<file path="config.mk">
export PLATFORM = sky130hd
export DESIGN_NAME = argmax_label
export DESIGN_NICKNAME = d
export VERILOG_FILES = /design/src/common/sm_arith_pkg.sv /design/src/common/ffnn_weights_pkg.sv /design/src/verilog/argmax_label.sv
export SDC_FILE = /design/constraint.sdc
export NUM_CORES = 1
export LEC_CHECK = 0
export BUFFER_PORTS_ARGS = -buffer_cell sky130_fd_sc_hd__buf_4
export CORE_MARGIN = 10
export CORE_UTILIZATION = 45
export CTS_CLUSTER_DIAMETER = 50
export CTS_CLUSTER_SIZE = 30
export DETAILED_ROUTE_END_ITERATION = 6
export PLACE_DENSITY = 0.75
export SYNTH_ARGS = -nofsm -noshare
export SYNTH_HDL_FRONTEND = slang
export SYNTH_SLANG_ARGS = --single-unit
</file>
<file path="constraint.sdc">
create_clock -name clk -period 8.55 [get_ports clk]
set_clock_uncertainty 0.15 [all_clocks]
set_input_delay 0 -clock clk [delete_from_list [all_inputs] [get_ports clk]]
set_output_delay 0 -clock clk [all_outputs]
set_load 0.02 [all_outputs]
</file>
<file path="src/common/sm_arith_pkg.sv">
package sm_arith_pkg;

  localparam int SM_WIDTH = 16;
  localparam int SM_MAG_W = SM_WIDTH - 1;
  localparam logic [SM_MAG_W-1:0] SM_MAG_MAX = 15'd32767;

  // Bit 15 is the sign, bits 14:0 the magnitude.
  typedef logic [SM_WIDTH-1:0] sm_word_t;

  // Negative zero does not count as negative.
  function automatic logic sm_is_neg(input sm_word_t x);
    return x[SM_WIDTH-1] && (x[SM_MAG_W-1:0] != '0);
  endfunction

  function automatic sm_word_t sm_mul(input sm_word_t x, input sm_word_t y);
    logic [2*SM_MAG_W-1:0] prod;
    logic [SM_MAG_W-1:0]   mag;
    logic                  sign;
    prod = x[SM_MAG_W-1:0] * y[SM_MAG_W-1:0];
    mag  = (prod > SM_MAG_MAX) ? SM_MAG_MAX : prod[SM_MAG_W-1:0];
    sign = (mag == '0) ? 1'b0 : (x[SM_WIDTH-1] ^ y[SM_WIDTH-1]);
    return {sign, mag};
  endfunction

  function automatic sm_word_t sm_add(input sm_word_t x, input sm_word_t y);
    logic [SM_MAG_W:0]   sum;
    logic [SM_MAG_W-1:0] xm;
    logic [SM_MAG_W-1:0] ym;
    logic [SM_MAG_W-1:0] mag;
    logic                sign;
    xm = x[SM_MAG_W-1:0];
    ym = y[SM_MAG_W-1:0];
    if (x[SM_WIDTH-1] == y[SM_WIDTH-1]) begin
      sum  = xm + ym;
      mag  = sum[SM_MAG_W] ? SM_MAG_MAX : sum[SM_MAG_W-1:0];
      sign = x[SM_WIDTH-1];
    end else if (xm >= ym) begin
      mag  = xm - ym;
      sign = x[SM_WIDTH-1];
    end else begin
      mag  = ym - xm;
      sign = y[SM_WIDTH-1];
    end
    if (mag == '0) begin
      sign = 1'b0;
    end
    return {sign, mag};
  endfunction

  // True when x is strictly larger than y.
  function automatic logic sm_greater(input sm_word_t x, input sm_word_t y);
    logic x_neg;
    logic y_neg;
    x_neg = sm_is_neg(x);
    y_neg = sm_is_neg(y);
    if (x_neg != y_neg) begin
      return y_neg;
    end
    if (x_neg) begin
      return x[SM_MAG_W-1:0] < y[SM_MAG_W-1:0];
    end
    return x[SM_MAG_W-1:0] > y[SM_MAG_W-1:0];
  endfunction

endpackage

</file>
<file path="src/common/ffnn_weights_pkg.sv">
package ffnn_weights_pkg;

  import sm_arith_pkg::*;

  localparam int N_IN    = 4;
  localparam int N_L1    = 8;
  localparam int N_L2    = 6;
  localparam int N_L3    = 3;
  localparam int LABEL_W = 2;

  // Three layer registers plus the label register.
  localparam int PIPE_LATENCY = 4;

  // Tables are [neuron][input], values of 32768 and up are negative.
  localparam sm_word_t l1_weights [N_L1][N_IN] = '{
    '{16'd30,    16'd17,    16'd32788, 16'd32801},
    '{16'd32805, 16'd5,     16'd32795, 16'd32797},
    '{16'd32806, 16'd32793, 16'd32791, 16'd32771},
    '{16'd37,    16'd32777, 16'd35,    16'd24},
    '{16'd32794, 16'd32795, 16'd32784, 16'd26},
    '{16'd32791, 16'd32773, 16'd32792, 16'd24},
    '{16'd13,    16'd1,     16'd19,    16'd44},
    '{16'd29,    16'd39,    16'd32809, 16'd32803}
  };

  localparam sm_word_t l1_bias [N_L1] = '{
    16'd14, 16'd0, 16'd0, 16'd32770, 16'd0, 16'd0, 16'd32771, 16'd7
  };

  localparam sm_word_t l2_weights [N_L2][N_L1] = '{
    '{16'd26,    16'd11,    16'd20,    16'd26,
      16'd26,    16'd32790, 16'd16,    16'd35},
    '{16'd32799, 16'd27,    16'd32783, 16'd20,
      16'd32776, 16'd32778, 16'd13,    16'd18},
    '{16'd13,    16'd18,    16'd32786, 16'd11,
      16'd32788, 16'd12,    16'd33,    16'd32792},
    '{16'd8,     16'd4,     16'd32771, 16'd13,
      16'd32792, 16'd9,     16'd10,    16'd32798},
    '{16'd32781, 16'd32787, 16'd32771, 16'd20,
      16'd32784, 16'd32773, 16'd18,    16'd32774},
    '{16'd32788, 16'd32770, 16'd22,    16'd16,
      16'd32776, 16'd32771, 16'd32793, 16'd2}
  };

  localparam sm_word_t l2_bias [N_L2] = '{
    16'd32769, 16'd32784, 16'd32776, 16'd15, 16'd8, 16'd0
  };

  localparam sm_word_t l3_weights [N_L3][N_L2] = '{
    '{16'd17,    16'd32790, 16'd32800, 16'd32797, 16'd32805, 16'd32774},
    '{16'd32794, 16'd32793, 16'd32784, 16'd23,    16'd19,    16'd4},
    '{16'd32775, 16'd25,    16'd15,    16'd32777, 16'd32780, 16'd0}
  };

  localparam sm_word_t l3_bias [N_L3] = '{
    16'd22, 16'd4, 16'd32796
  };

endpackage

</file>
<file path="src/verilog/argmax_label.sv">
`timescale 1ns/1ps

module argmax_label
  import sm_arith_pkg::*;
  import ffnn_weights_pkg::*;
(
  input  logic                clk,
  input  logic                rst_n,
  input  sm_word_t [N_L3-1:0] scores,
  output logic [LABEL_W-1:0]  label
);

  logic [LABEL_W-1:0] best_idx;

  // Strict compare, so the lowest index wins a tie.
  always_comb begin
    sm_word_t best;
    best     = scores[0];
    best_idx = '0;
    for (int i = 1; i < N_L3; i++) begin
      if (sm_greater(scores[i], best)) begin
        best     = scores[i];
        best_idx = LABEL_W'(i);
      end
    end
  end

  always_ff @(posedge clk) begin
    if (!rst_n) begin
      label <= '0;
    end else begin
      label <= best_idx;
    end
  end

  assert property (@(posedge clk) disable iff (!rst_n) label <= LABEL_W'(N_L3 - 1))
    else $error("argmax_label: label %0d out of range", label);

endmodule

</file>
==> results.json, run 1 <==
{
  "coreArea_mm2": 0.00248,
  "place.gp.congestion": 0.845,
  "leakagePower_nw": 0.834,
  "yosys_warnings": 0,
  "clk_pin_slew_worst_paths_ns": 0.03,
  "cp_slowest_stage_delay_ns": 0.71,
  "cts_max_path_buffers": 2,
  "synth-edff-count": 0,
  "cp.required_ns": 8.53,
  "worst_setup_path_end_kind": "register",
  "grt_overflow": 0,
  "worstSetupPathType": "input pin to register",
  "grt_use_met3_pct": 2.79,
  "finalCriticalPeriod_ns": 4.39,
  "htree_levels": 1,
  "combPwrFrac_pct": 75.1,
  "first_pass_iters": 7,
  "grt_pass1_wl_mm": 6.33,
  "rows": 18,
  "path_buf_inv": 2,
  "synth_area_leaders": "ha_1, mux2i_1, inv_1, nor4_1, a21oi_1",
  "clockPowerShare_pct": 16.3,
  "top_register": "label",
  "cts_tree": "built",
  "critPathMaxFanout": 17,
  "cap_viol_max_count": 0,
  "synth_top_area_share_pct": 30.9,
  "ys_seq_area_share_pct": 3.41,
  "dieHeight_um": 71.1,
  "setup_viol": 0,
  "hold_violations": 0,
  "status": "completed",
  "power_switching_share_pct": 42.3,
  "die_x_um": 71.1,
  "drc": 0,
  "maxSlewViolCount": 0,
  "cts_sinks": 2,
  "power.density_mw_per_mm2": 79.6,
  "slew_headroom_pct": 44.0,
  "antenna_found_initial": 1,
  "start_util_pct": 47.4,
  "cts_setup_buffers": 0,
  "post-route-period-util_pct": 51.4,
  "switchingPower_mw": 0.0545,
  "fin_nets": 285,
  "crit_slowest_cell": "or2_1",
  "cts_root_buffer": "clkbuf_4",
  "crit_family": "compound AO/OA/AOI/OAI gates",
  "viasPerCell": 5.80,
  "grt_busiest_layer": "met2",
  "vias": 1363,
  "async_flop_share_pct": 0,
  "port_buffers": 51,
  "syn-instance-count": 151,
  "ir_drop_mv": 0.0687,
  "crit_chain": "buf_4 > inv_1 > ha_1 > nand4_1 > or2_1 > or3_1 > a211oi_2 > or2_1 > mux2i_1 > ha_1 > a211oi_1 > o21ai_1 > a21oi_1 > o221ai_1 > a31o_2 > a32oi_1 > o311ai_4 > a311oi_1",
  "syn_area_per_cell_um2": 7.78,
  "syn_area_mm2": 0.00117,
  "synthesis.nets": 230,
  "synthTopCellsByCount": "ha_1, inv_1, mux2i_1",
  "pin_count": 52,
  "wirelength_mm": 3.87,
  "p_int_mw": 0.0741,
  "wire_per_inst_um": 16.4,
  "largest_reg_flops": 2,
  "max_freq_mhz": 228,
  "n_fill_cell": 209,
  "hp-class": "input pin to register",
  "rsz0062_at_grt": "false",
  "drt_iter0_drc": 67,
  "critPathArrivalTime_ns": 4.37,
  "grt_max_degree": 18,
  "ant_nets": 0,
  "whs_ns": 0.0382,
  "top_regs": "label (2)",
  "grt_use_met2_pct": 26.1,
  "ys_seq_elements": 2,
  "p_seq_share_pct": 8.5,
  "start_kind": "input pin",
  "synthDistinctLibCells": 36,
  "grtUsageTotal_pct": 14.8,
  "yosys.area.top_type": "ha_1",
  "area_growth_pct": 37.5,
  "die_area_mm2": 0.00505,
  "finalSetupTns_ns": 0,
  "ys.flop_type": "dfxtp_1",
  "tightest_slew_ns": 0.840,
  "layout-drive-gt1-share_pct": 29.9,
  "cts_buffers": 3,
  "place_hpwl_mm": 3.39,
  "yosysMostFrequentCell": "ha_1",
  "met1_usage_pct": 17.3,
  "grt_pass1_vias": 1432
}
-- layout by cell type, fill, tap and decap left out, drive strengths merged, types with 3 or more instances in the layout --
| cell | n |
|---|---|
| nand4 | 6 |
| buf | 51 |
| nor3 | 3 |
| o21a | 4 |
| nor2 | 4 |
| nand2 | 6 |
| mux2i | 13 |
| nor4 | 10 |
| nand3 | 4 |
| inv | 24 |
| a21oi | 12 |
| ha | 29 |
| o21ai | 5 |
| clkbuf | 3 |
| a211oi | 4 |
-- what timing repair did --
| item | in CTS | in global routing |
|---|---|---|
| gates resized for setup | 0 | 0 |
| hold endpoints to repair | 2 | 0 |
| hold buffers | 1 | 0 |
-- through the flow --
step / cell area [um^2] / setup WS (ns) / util (%) / power [mW] / cells
6_report: 1620 / 4.16 / 65.2 / 0.129 / 235
5_1_grt: 1620 / 3.76 / 65.2 / 0.142 / 235
4_1_cts: 1610 / 4.18 / 65.1 / 0.129 / 234
3_5_place_dp: 1580 / 3.97 / 63.8 / 0.107 / 230
3_3_place_gp: 1580 / 4.06 / 63.8 / 0.104 / 230
2_1_floorplan: 1170 / 4.72 / - / 0.0704 / 151
-- layer usage --
layer  vias to the layer above  routed length [um]  share of wire (%)
li1                        688                   -                  -
met1                       635                1730                 45
met2                        38                1890                 49
met3                         2                 222                5.7
met4                         0                  21               0.54
met5                         -                   0                  0
-- final timing paths --
kind | from | endpoint | slack [ns] | depth (start not counted)
worst max-delay path | scores[13] | label[0] | 4.16 | 18
worst min-delay path | scores[31] | label[0] | 0.04 | 4
-- logic make-up (layout without fill, tap and decap cells) --
logic type	Yosys count	count (layout)	synth area share, %
muxes	13	13	11.1
adders and majority gates	29	29	30.9
and+or+nand+nor	42	42	20.2
AOI/OAI and AO/OA	39	39	25.5
DFF	2	2	3.41
buffers and inverters	26	79	8.95
other	0	1	0
-- power groups by stage --
stage / Sequential [mW] / Clock [mW] / Combinational, mW
CTS: 0.0110 / 0.0220 / 0.0962
detailed placement: 0.0111 / 0 / 0.0954
floorplan: 0.0127 / 0 / 0.0577
global route: 0.0111 / 0.0230 / 0.108
finish: 0.0110 / 0.0210 / 0.0966
global placement: 0.0110 / 0 / 0.0925
-- final cells by class --
class	instances	area (um^2)	area share [%]
diodes	1	2.50	0.155
clock buffers	3	22.5	1.39
inverters	24	90.1	5.58
multi-input cells	123	1030	63.7
flip-flops and latches	2	40.0	2.48
well taps	30	37.5	2.32
repair buffers	52	393	24.3
No activity file was read; power rests on OpenSTA's default activity.
==> inputs of run 2 (changes only) <==
CORE_UTILIZATION = 43   (was 45)
clock period = 3.8 ns   (was 8.55 ns; I/O delays follow)
==> results.json, run 2 (same netlist as run 1, synthesis figures left out) <==
{
  "cts_tree": "built",
  "drc": 0,
  "dieHeight_um": 72.3,
  "pin_count": 52,
  "grt_max_degree": 11,
  "regArea_um2": 40.0,
  "top_register": "label",
  "cap_viol_max_count": 0,
  "fin_nets": 313,
  "cts_sinks": 2,
  "grt_pass1_vias": 1605,
  "start_kind": "input pin",
  "multi_input_area_mm2": 0.00112,
  "ir_drop_mv": 0.176,
  "setup_slack_ns": 0.106,
  "critPathMaxFanout": 5,
  "p_int_mw": 0.212,
  "finalSetupTns_ns": 0,
  "htree_levels": 1,
  "largest_reg_flops": 2,
  "grt_pass1_wl_mm": 7.03,
  "drt_iter0_drc": 75,
  "hold_start": "scores[31]",
  "grt_overflow": 0,
  "place.gp.congestion": 0.915,
  "cp.required_ns": 3.79,
  "slew_headroom_pct": 71.7,
  "clk_pin_slew_worst_paths_ns": 0.04,
  "finalCriticalPeriod_ns": 3.69,
  "wire_per_inst_um": 17.5,
  "power_switching_share_pct": 40.7,
  "switchingPower_mw": 0.146,
  "crit_start": "scores[12]",
  "cts_max_path_buffers": 2,
  "rows": 18,
  "area_growth_pct": 65.4,
  "p_total_mw": 0.358,
  "layout-drive-gt1-share_pct": 44.0,
  "wirelength_mm": 4.60,
  "grtUsageTotal_pct": 15.7,
  "die_x_um": 72.3,
  "antenna_found_initial": 0,
  "layout_common_cells": "buf_4, ha_1, inv_1",
  "leakagePower_nw": 0.988,
  "die_area_mm2": 0.00522,
  "top_regs": "label (2)",
  "first_pass_iters": 5,
  "power.density_mw_per_mm2": 184,
  "cts_root_buffer": "clkbuf_4",
  "vias": 1548,
  "port_buffers": 51,
  "hold_violations": 0,
  "worstSetupPathType": "input pin to register",
  "worst_setup_path_end_kind": "register",
  "critPathArrivalTime_ns": 3.69,
  "place_hpwl_mm": 3.82,
  "whs_ns": 0.0528,
  "layout_commonest_cell": "buf_4",
  "hp-class": "input pin to register",
  "coreArea_mm2": 0.00254,
  "status": "completed",
  "max_freq_mhz": 271,
  "cts_buffers": 3,
  "fin_util_pct": 76.4,
  "post-route-period-util_pct": 97.2,
  "combPwrFrac_pct": 79.4,
  "clockPowerShare_pct": 13.6,
  "place_ws_ns": -0.0971,
  "p_seq_share_pct": 7.0,
  "start_util_pct": 46.2,
  "viasPerCell": 5.91,
  "tightest_slew_ns": 0.421,
  "n_antenna_cell": 0,
  "ant_nets": 0,
  "n_fill_cell": 194,
  "setup_viol": 0,
  "maxSlewViolCount": 0
}
## run 2: worst paths after layout
path                   end  slack, ns  depth (start not counted)
setup / recovery  label[0]       0.11                         20
hold / removal    label[0]       0.05                          4
## run 2: area by class of cell
cell class | count | share of cell area (%)
Tap cell | 30 | 1.93
Timing Repair Buffer | 80 | 32.6
Sequential cell | 2 | 2.06
Inverter | 24 | 4.64
Clock buffer | 3 | 1.16
Multi-Input combinational cell | 123 | 57.6
## run 2: power by group through the flow
stage	registers, mW	logic [mW]	clock network (mW)
2_1_floorplan	0.0286	0.131	0
3_3_place_gp	0.0249	0.241	0
3_5_place_dp	0.0249	0.252	0
4_1_cts	0.0250	0.254	0.0495
5_1_grt	0.0252	0.312	0.0521
6_report	0.0250	0.284	0.0486
## run 2: layer usage
| metal | global-route usage (%) | vias to the layer above | wire (um) |
|---|---|---|---|
| met5 | 0 | - | 0 |
| met4 | 3.23 | 0 | 29 |
| met3 | 2.72 | 6 | 320 |
| met2 | 29.4 | 67 | 2420 |
| met1 | 17.8 | 732 | 1830 |
| li1 | - | 743 | - |
## run 2: worst max-delay path: stages
cell and delay (ns):
buf_4 0.09, inv_1 0.04, ha_1 0.30, nand4_1 0.15, or2_1 0.27, buf_4 0.14
buf_4 0.13, a211oi_2 0.21, a211oi_2 0.09, or2_4 0.28, clkbuf_16 0.16, mux2i_1 0.13
ha_1 0.32, nand4_1 0.11, or3_4 0.42, nor2_4 0.13, nand3_1 0.10, a32oi_2 0.23
o311ai_4 0.15, a311oi_2 0.24
## run 2: metrics by stage
stage                     cells  area [um^2]
after global placement      253         1770
after CTS                   257         1810
final                       262         1940
after detailed placement    253         1770
after floorplan             151         1180
after global routing        262         1940
## run 2: what timing repair did
| action | in CTS | in global routing |
|---|---|---|
| gates resized for setup | 0 | 14 |
| setup endpoints to repair | 0 | 2 |
| hold buffers | 1 | 0 |
| hold endpoints to repair | 2 | 0 |
| buffers inserted | 0 | 4 |
==> inputs of run 3 (changes only) <==
CORE_ASPECT_RATIO = 1.75   (was default)
==> results.json, run 3 (same netlist as run 1, synthesis figures left out) <==
{
  "critPathArrivalTime_ns": 3.64,
  "largest_reg_flops": 2,
  "n_antenna_cell": 0,
  "vias": 1605,
  "p_total_mw": 0.428,
  "grt_overflow": 0,
  "wirelength_mm": 5.29,
  "tightest_slew_ns": 0.464,
  "cts_tree": "built",
  "drc": 0,
  "cts_root_buffer": "clkbuf_8",
  "max_freq_mhz": 273,
  "htree_levels": 1,
  "cts_max_path_buffers": 2,
  "crit_start": "scores[10]",
  "crit_family": "compound AO/OA/AOI/OAI gates",
  "drt_iter0_drc": 20,
  "ir_drop_mv": 0.159,
  "wire_per_inst_um": 20.2,
  "fin_nets": 316,
  "hp-class": "input pin to register",
  "finalSetupTns_ns": 0,
  "multi_input_area_mm2": 0.00122,
  "layout_commonest_cell": "buf_4",
  "antenna_found_initial": 0,
  "worstSetupPathType": "input pin to register",
  "clk_pin_slew_worst_paths_ns": 0.03,
  "layout_common_cells": "buf_4, ha_1, inv_1",
  "setup_viol": 0,
  "crit_chain": "buf_6 > inv_2 > ha_4 > buf_4 > a21oi_1 > o21a_1 > o221ai_1 > o211a_1 > or2_4 > buf_12 > mux2i_2 > ha_1 > nand4_1 > or3_4 > nor2_4 > nand3_1 > a32oi_2 > o311ai_4 > a311oi_2",
  "ant_nets": 0,
  "rows": 25,
  "status": "completed",
  "cts_sinks": 2,
  "start_util_pct": 44.2,
  "grt_pass1_vias": 1708,
  "layout-drive-gt1-share_pct": 51.5,
  "start_kind": "input pin",
  "grtUsageTotal_pct": 17.5,
  "regArea_um2": 40.0,
  "pin_count": 52,
  "place_ws_ns": -0.224,
  "grt_pass1_wl_mm": 7.50,
  "top_register": "label",
  "coreArea_mm2": 0.00266,
  "viasPerCell": 6.13,
  "port_buffers": 51,
  "stdcell_area_mm2": 0.00211,
  "power.density_mw_per_mm2": 203,
  "area_growth_pct": 79.2,
  "setup_slack_ns": 0.138,
  "first_pass_iters": 6,
  "maxSlewViolCount": 0,
  "worst-path-stages": 19,
  "die_x_um": 59.5,
  "layoutNonFillerInstCount": 262,
  "crit_slowest_cell": "or3_4",
  "finalCriticalPeriod_ns": 3.66,
  "place_area_mm2": 0.00179,
  "n_fill_cell": 186,
  "hold_violations": 0,
  "cts_buffers": 3,
  "place_hpwl_mm": 4.04,
  "post-route-period-util_pct": 96.4,
  "cp_slowest_stage_delay_ns": 0.42,
  "worst_setup_path_end_kind": "register",
  "place.gp.congestion": 0.924,
  "grt_max_degree": 10,
  "cap_viol_max_count": 0,
  "top_regs": "label (2)",
  "dieHeight_um": 89.2,
  "die_area_mm2": 0.00531,
  "placed_cells": 253,
  "endpoint": "label[0]",
  "critPathMaxFanout": 8,
  "path_buf_inv": 4,
  "cp.required_ns": 3.77,
  "leakagePower_nw": 1.01,
  "slew_headroom_pct": 68.8
}
run 3: cell count changes in the layout (fill, tap and decap cells not counted), sizes merged:
| cell | change |
|---|---|
| buf | +4 |
| clkbuf | -1 |
run 3: final cells by class:
cell class | count | share of cell area (%)
multi-input combinational | 123 | 57.8
timing repair buffer | 83 | 32.5
inverter | 24 | 4.28
clock buffer | 3 | 1.96
sequential | 2 | 1.90
tap | 27 | 1.60
run 3: through the flow:
stage,util (%),hold WS (ns)
after floorplan,-,-0.0378
after global placement,67.4,0.0861
after detailed placement,67.4,0.0933
after CTS,69.5,0.0276
after global routing,79.2,0.0899
final,79.2,0.0808
run 3: worst min-delay path by stage:
| stage | start | to | depth (start not counted) |
|---|---|---|---|
| 2_1_floorplan | rst_n | label[0] | 2 |
| 3_3_place_gp | rst_n | label[0] | 3 |
| 3_5_place_dp | rst_n | label[0] | 3 |
| 4_1_cts | scores[31] | label[0] | 4 |
| 5_1_grt | scores[31] | label[0] | 4 |
| 6_report | scores[31] | label[0] | 4 |
run 3: power by group:
group          leakage, nW  switching [mW]  internal, mW
logic                0.972           0.147         0.170
registers           0.0166        0.000938        0.0240
clock network       0.0216          0.0192        0.0672
run 3: timing repair:
action | CTS | global route
hold endpoints to repair | 2 | 0
hold buffers | 1 | 0
buffers inserted | 0 | 5
setup endpoints to repair | 2 | 2
gates resized for setup | 1 | 42
pin swaps | 0 | 22
run 3: worst min-delay path, cell delays in order:
cell	delay [ns]
buf_4	0.09
a32oi_2	0.11
o311ai_4	0.10
a311oi_2	0.09
run 3: per-layer routing:
metal | global-route usage [%] | routed length [um] | vias to the layer above
li1 | - | - | 749
met1 | 15.2 | 1590 | 764
met2 | 35.8 | 3150 | 70
met3 | 3.56 | 311 | 22
met4 | 7.38 | 235 | 0
met5 | 0 | 0 | -
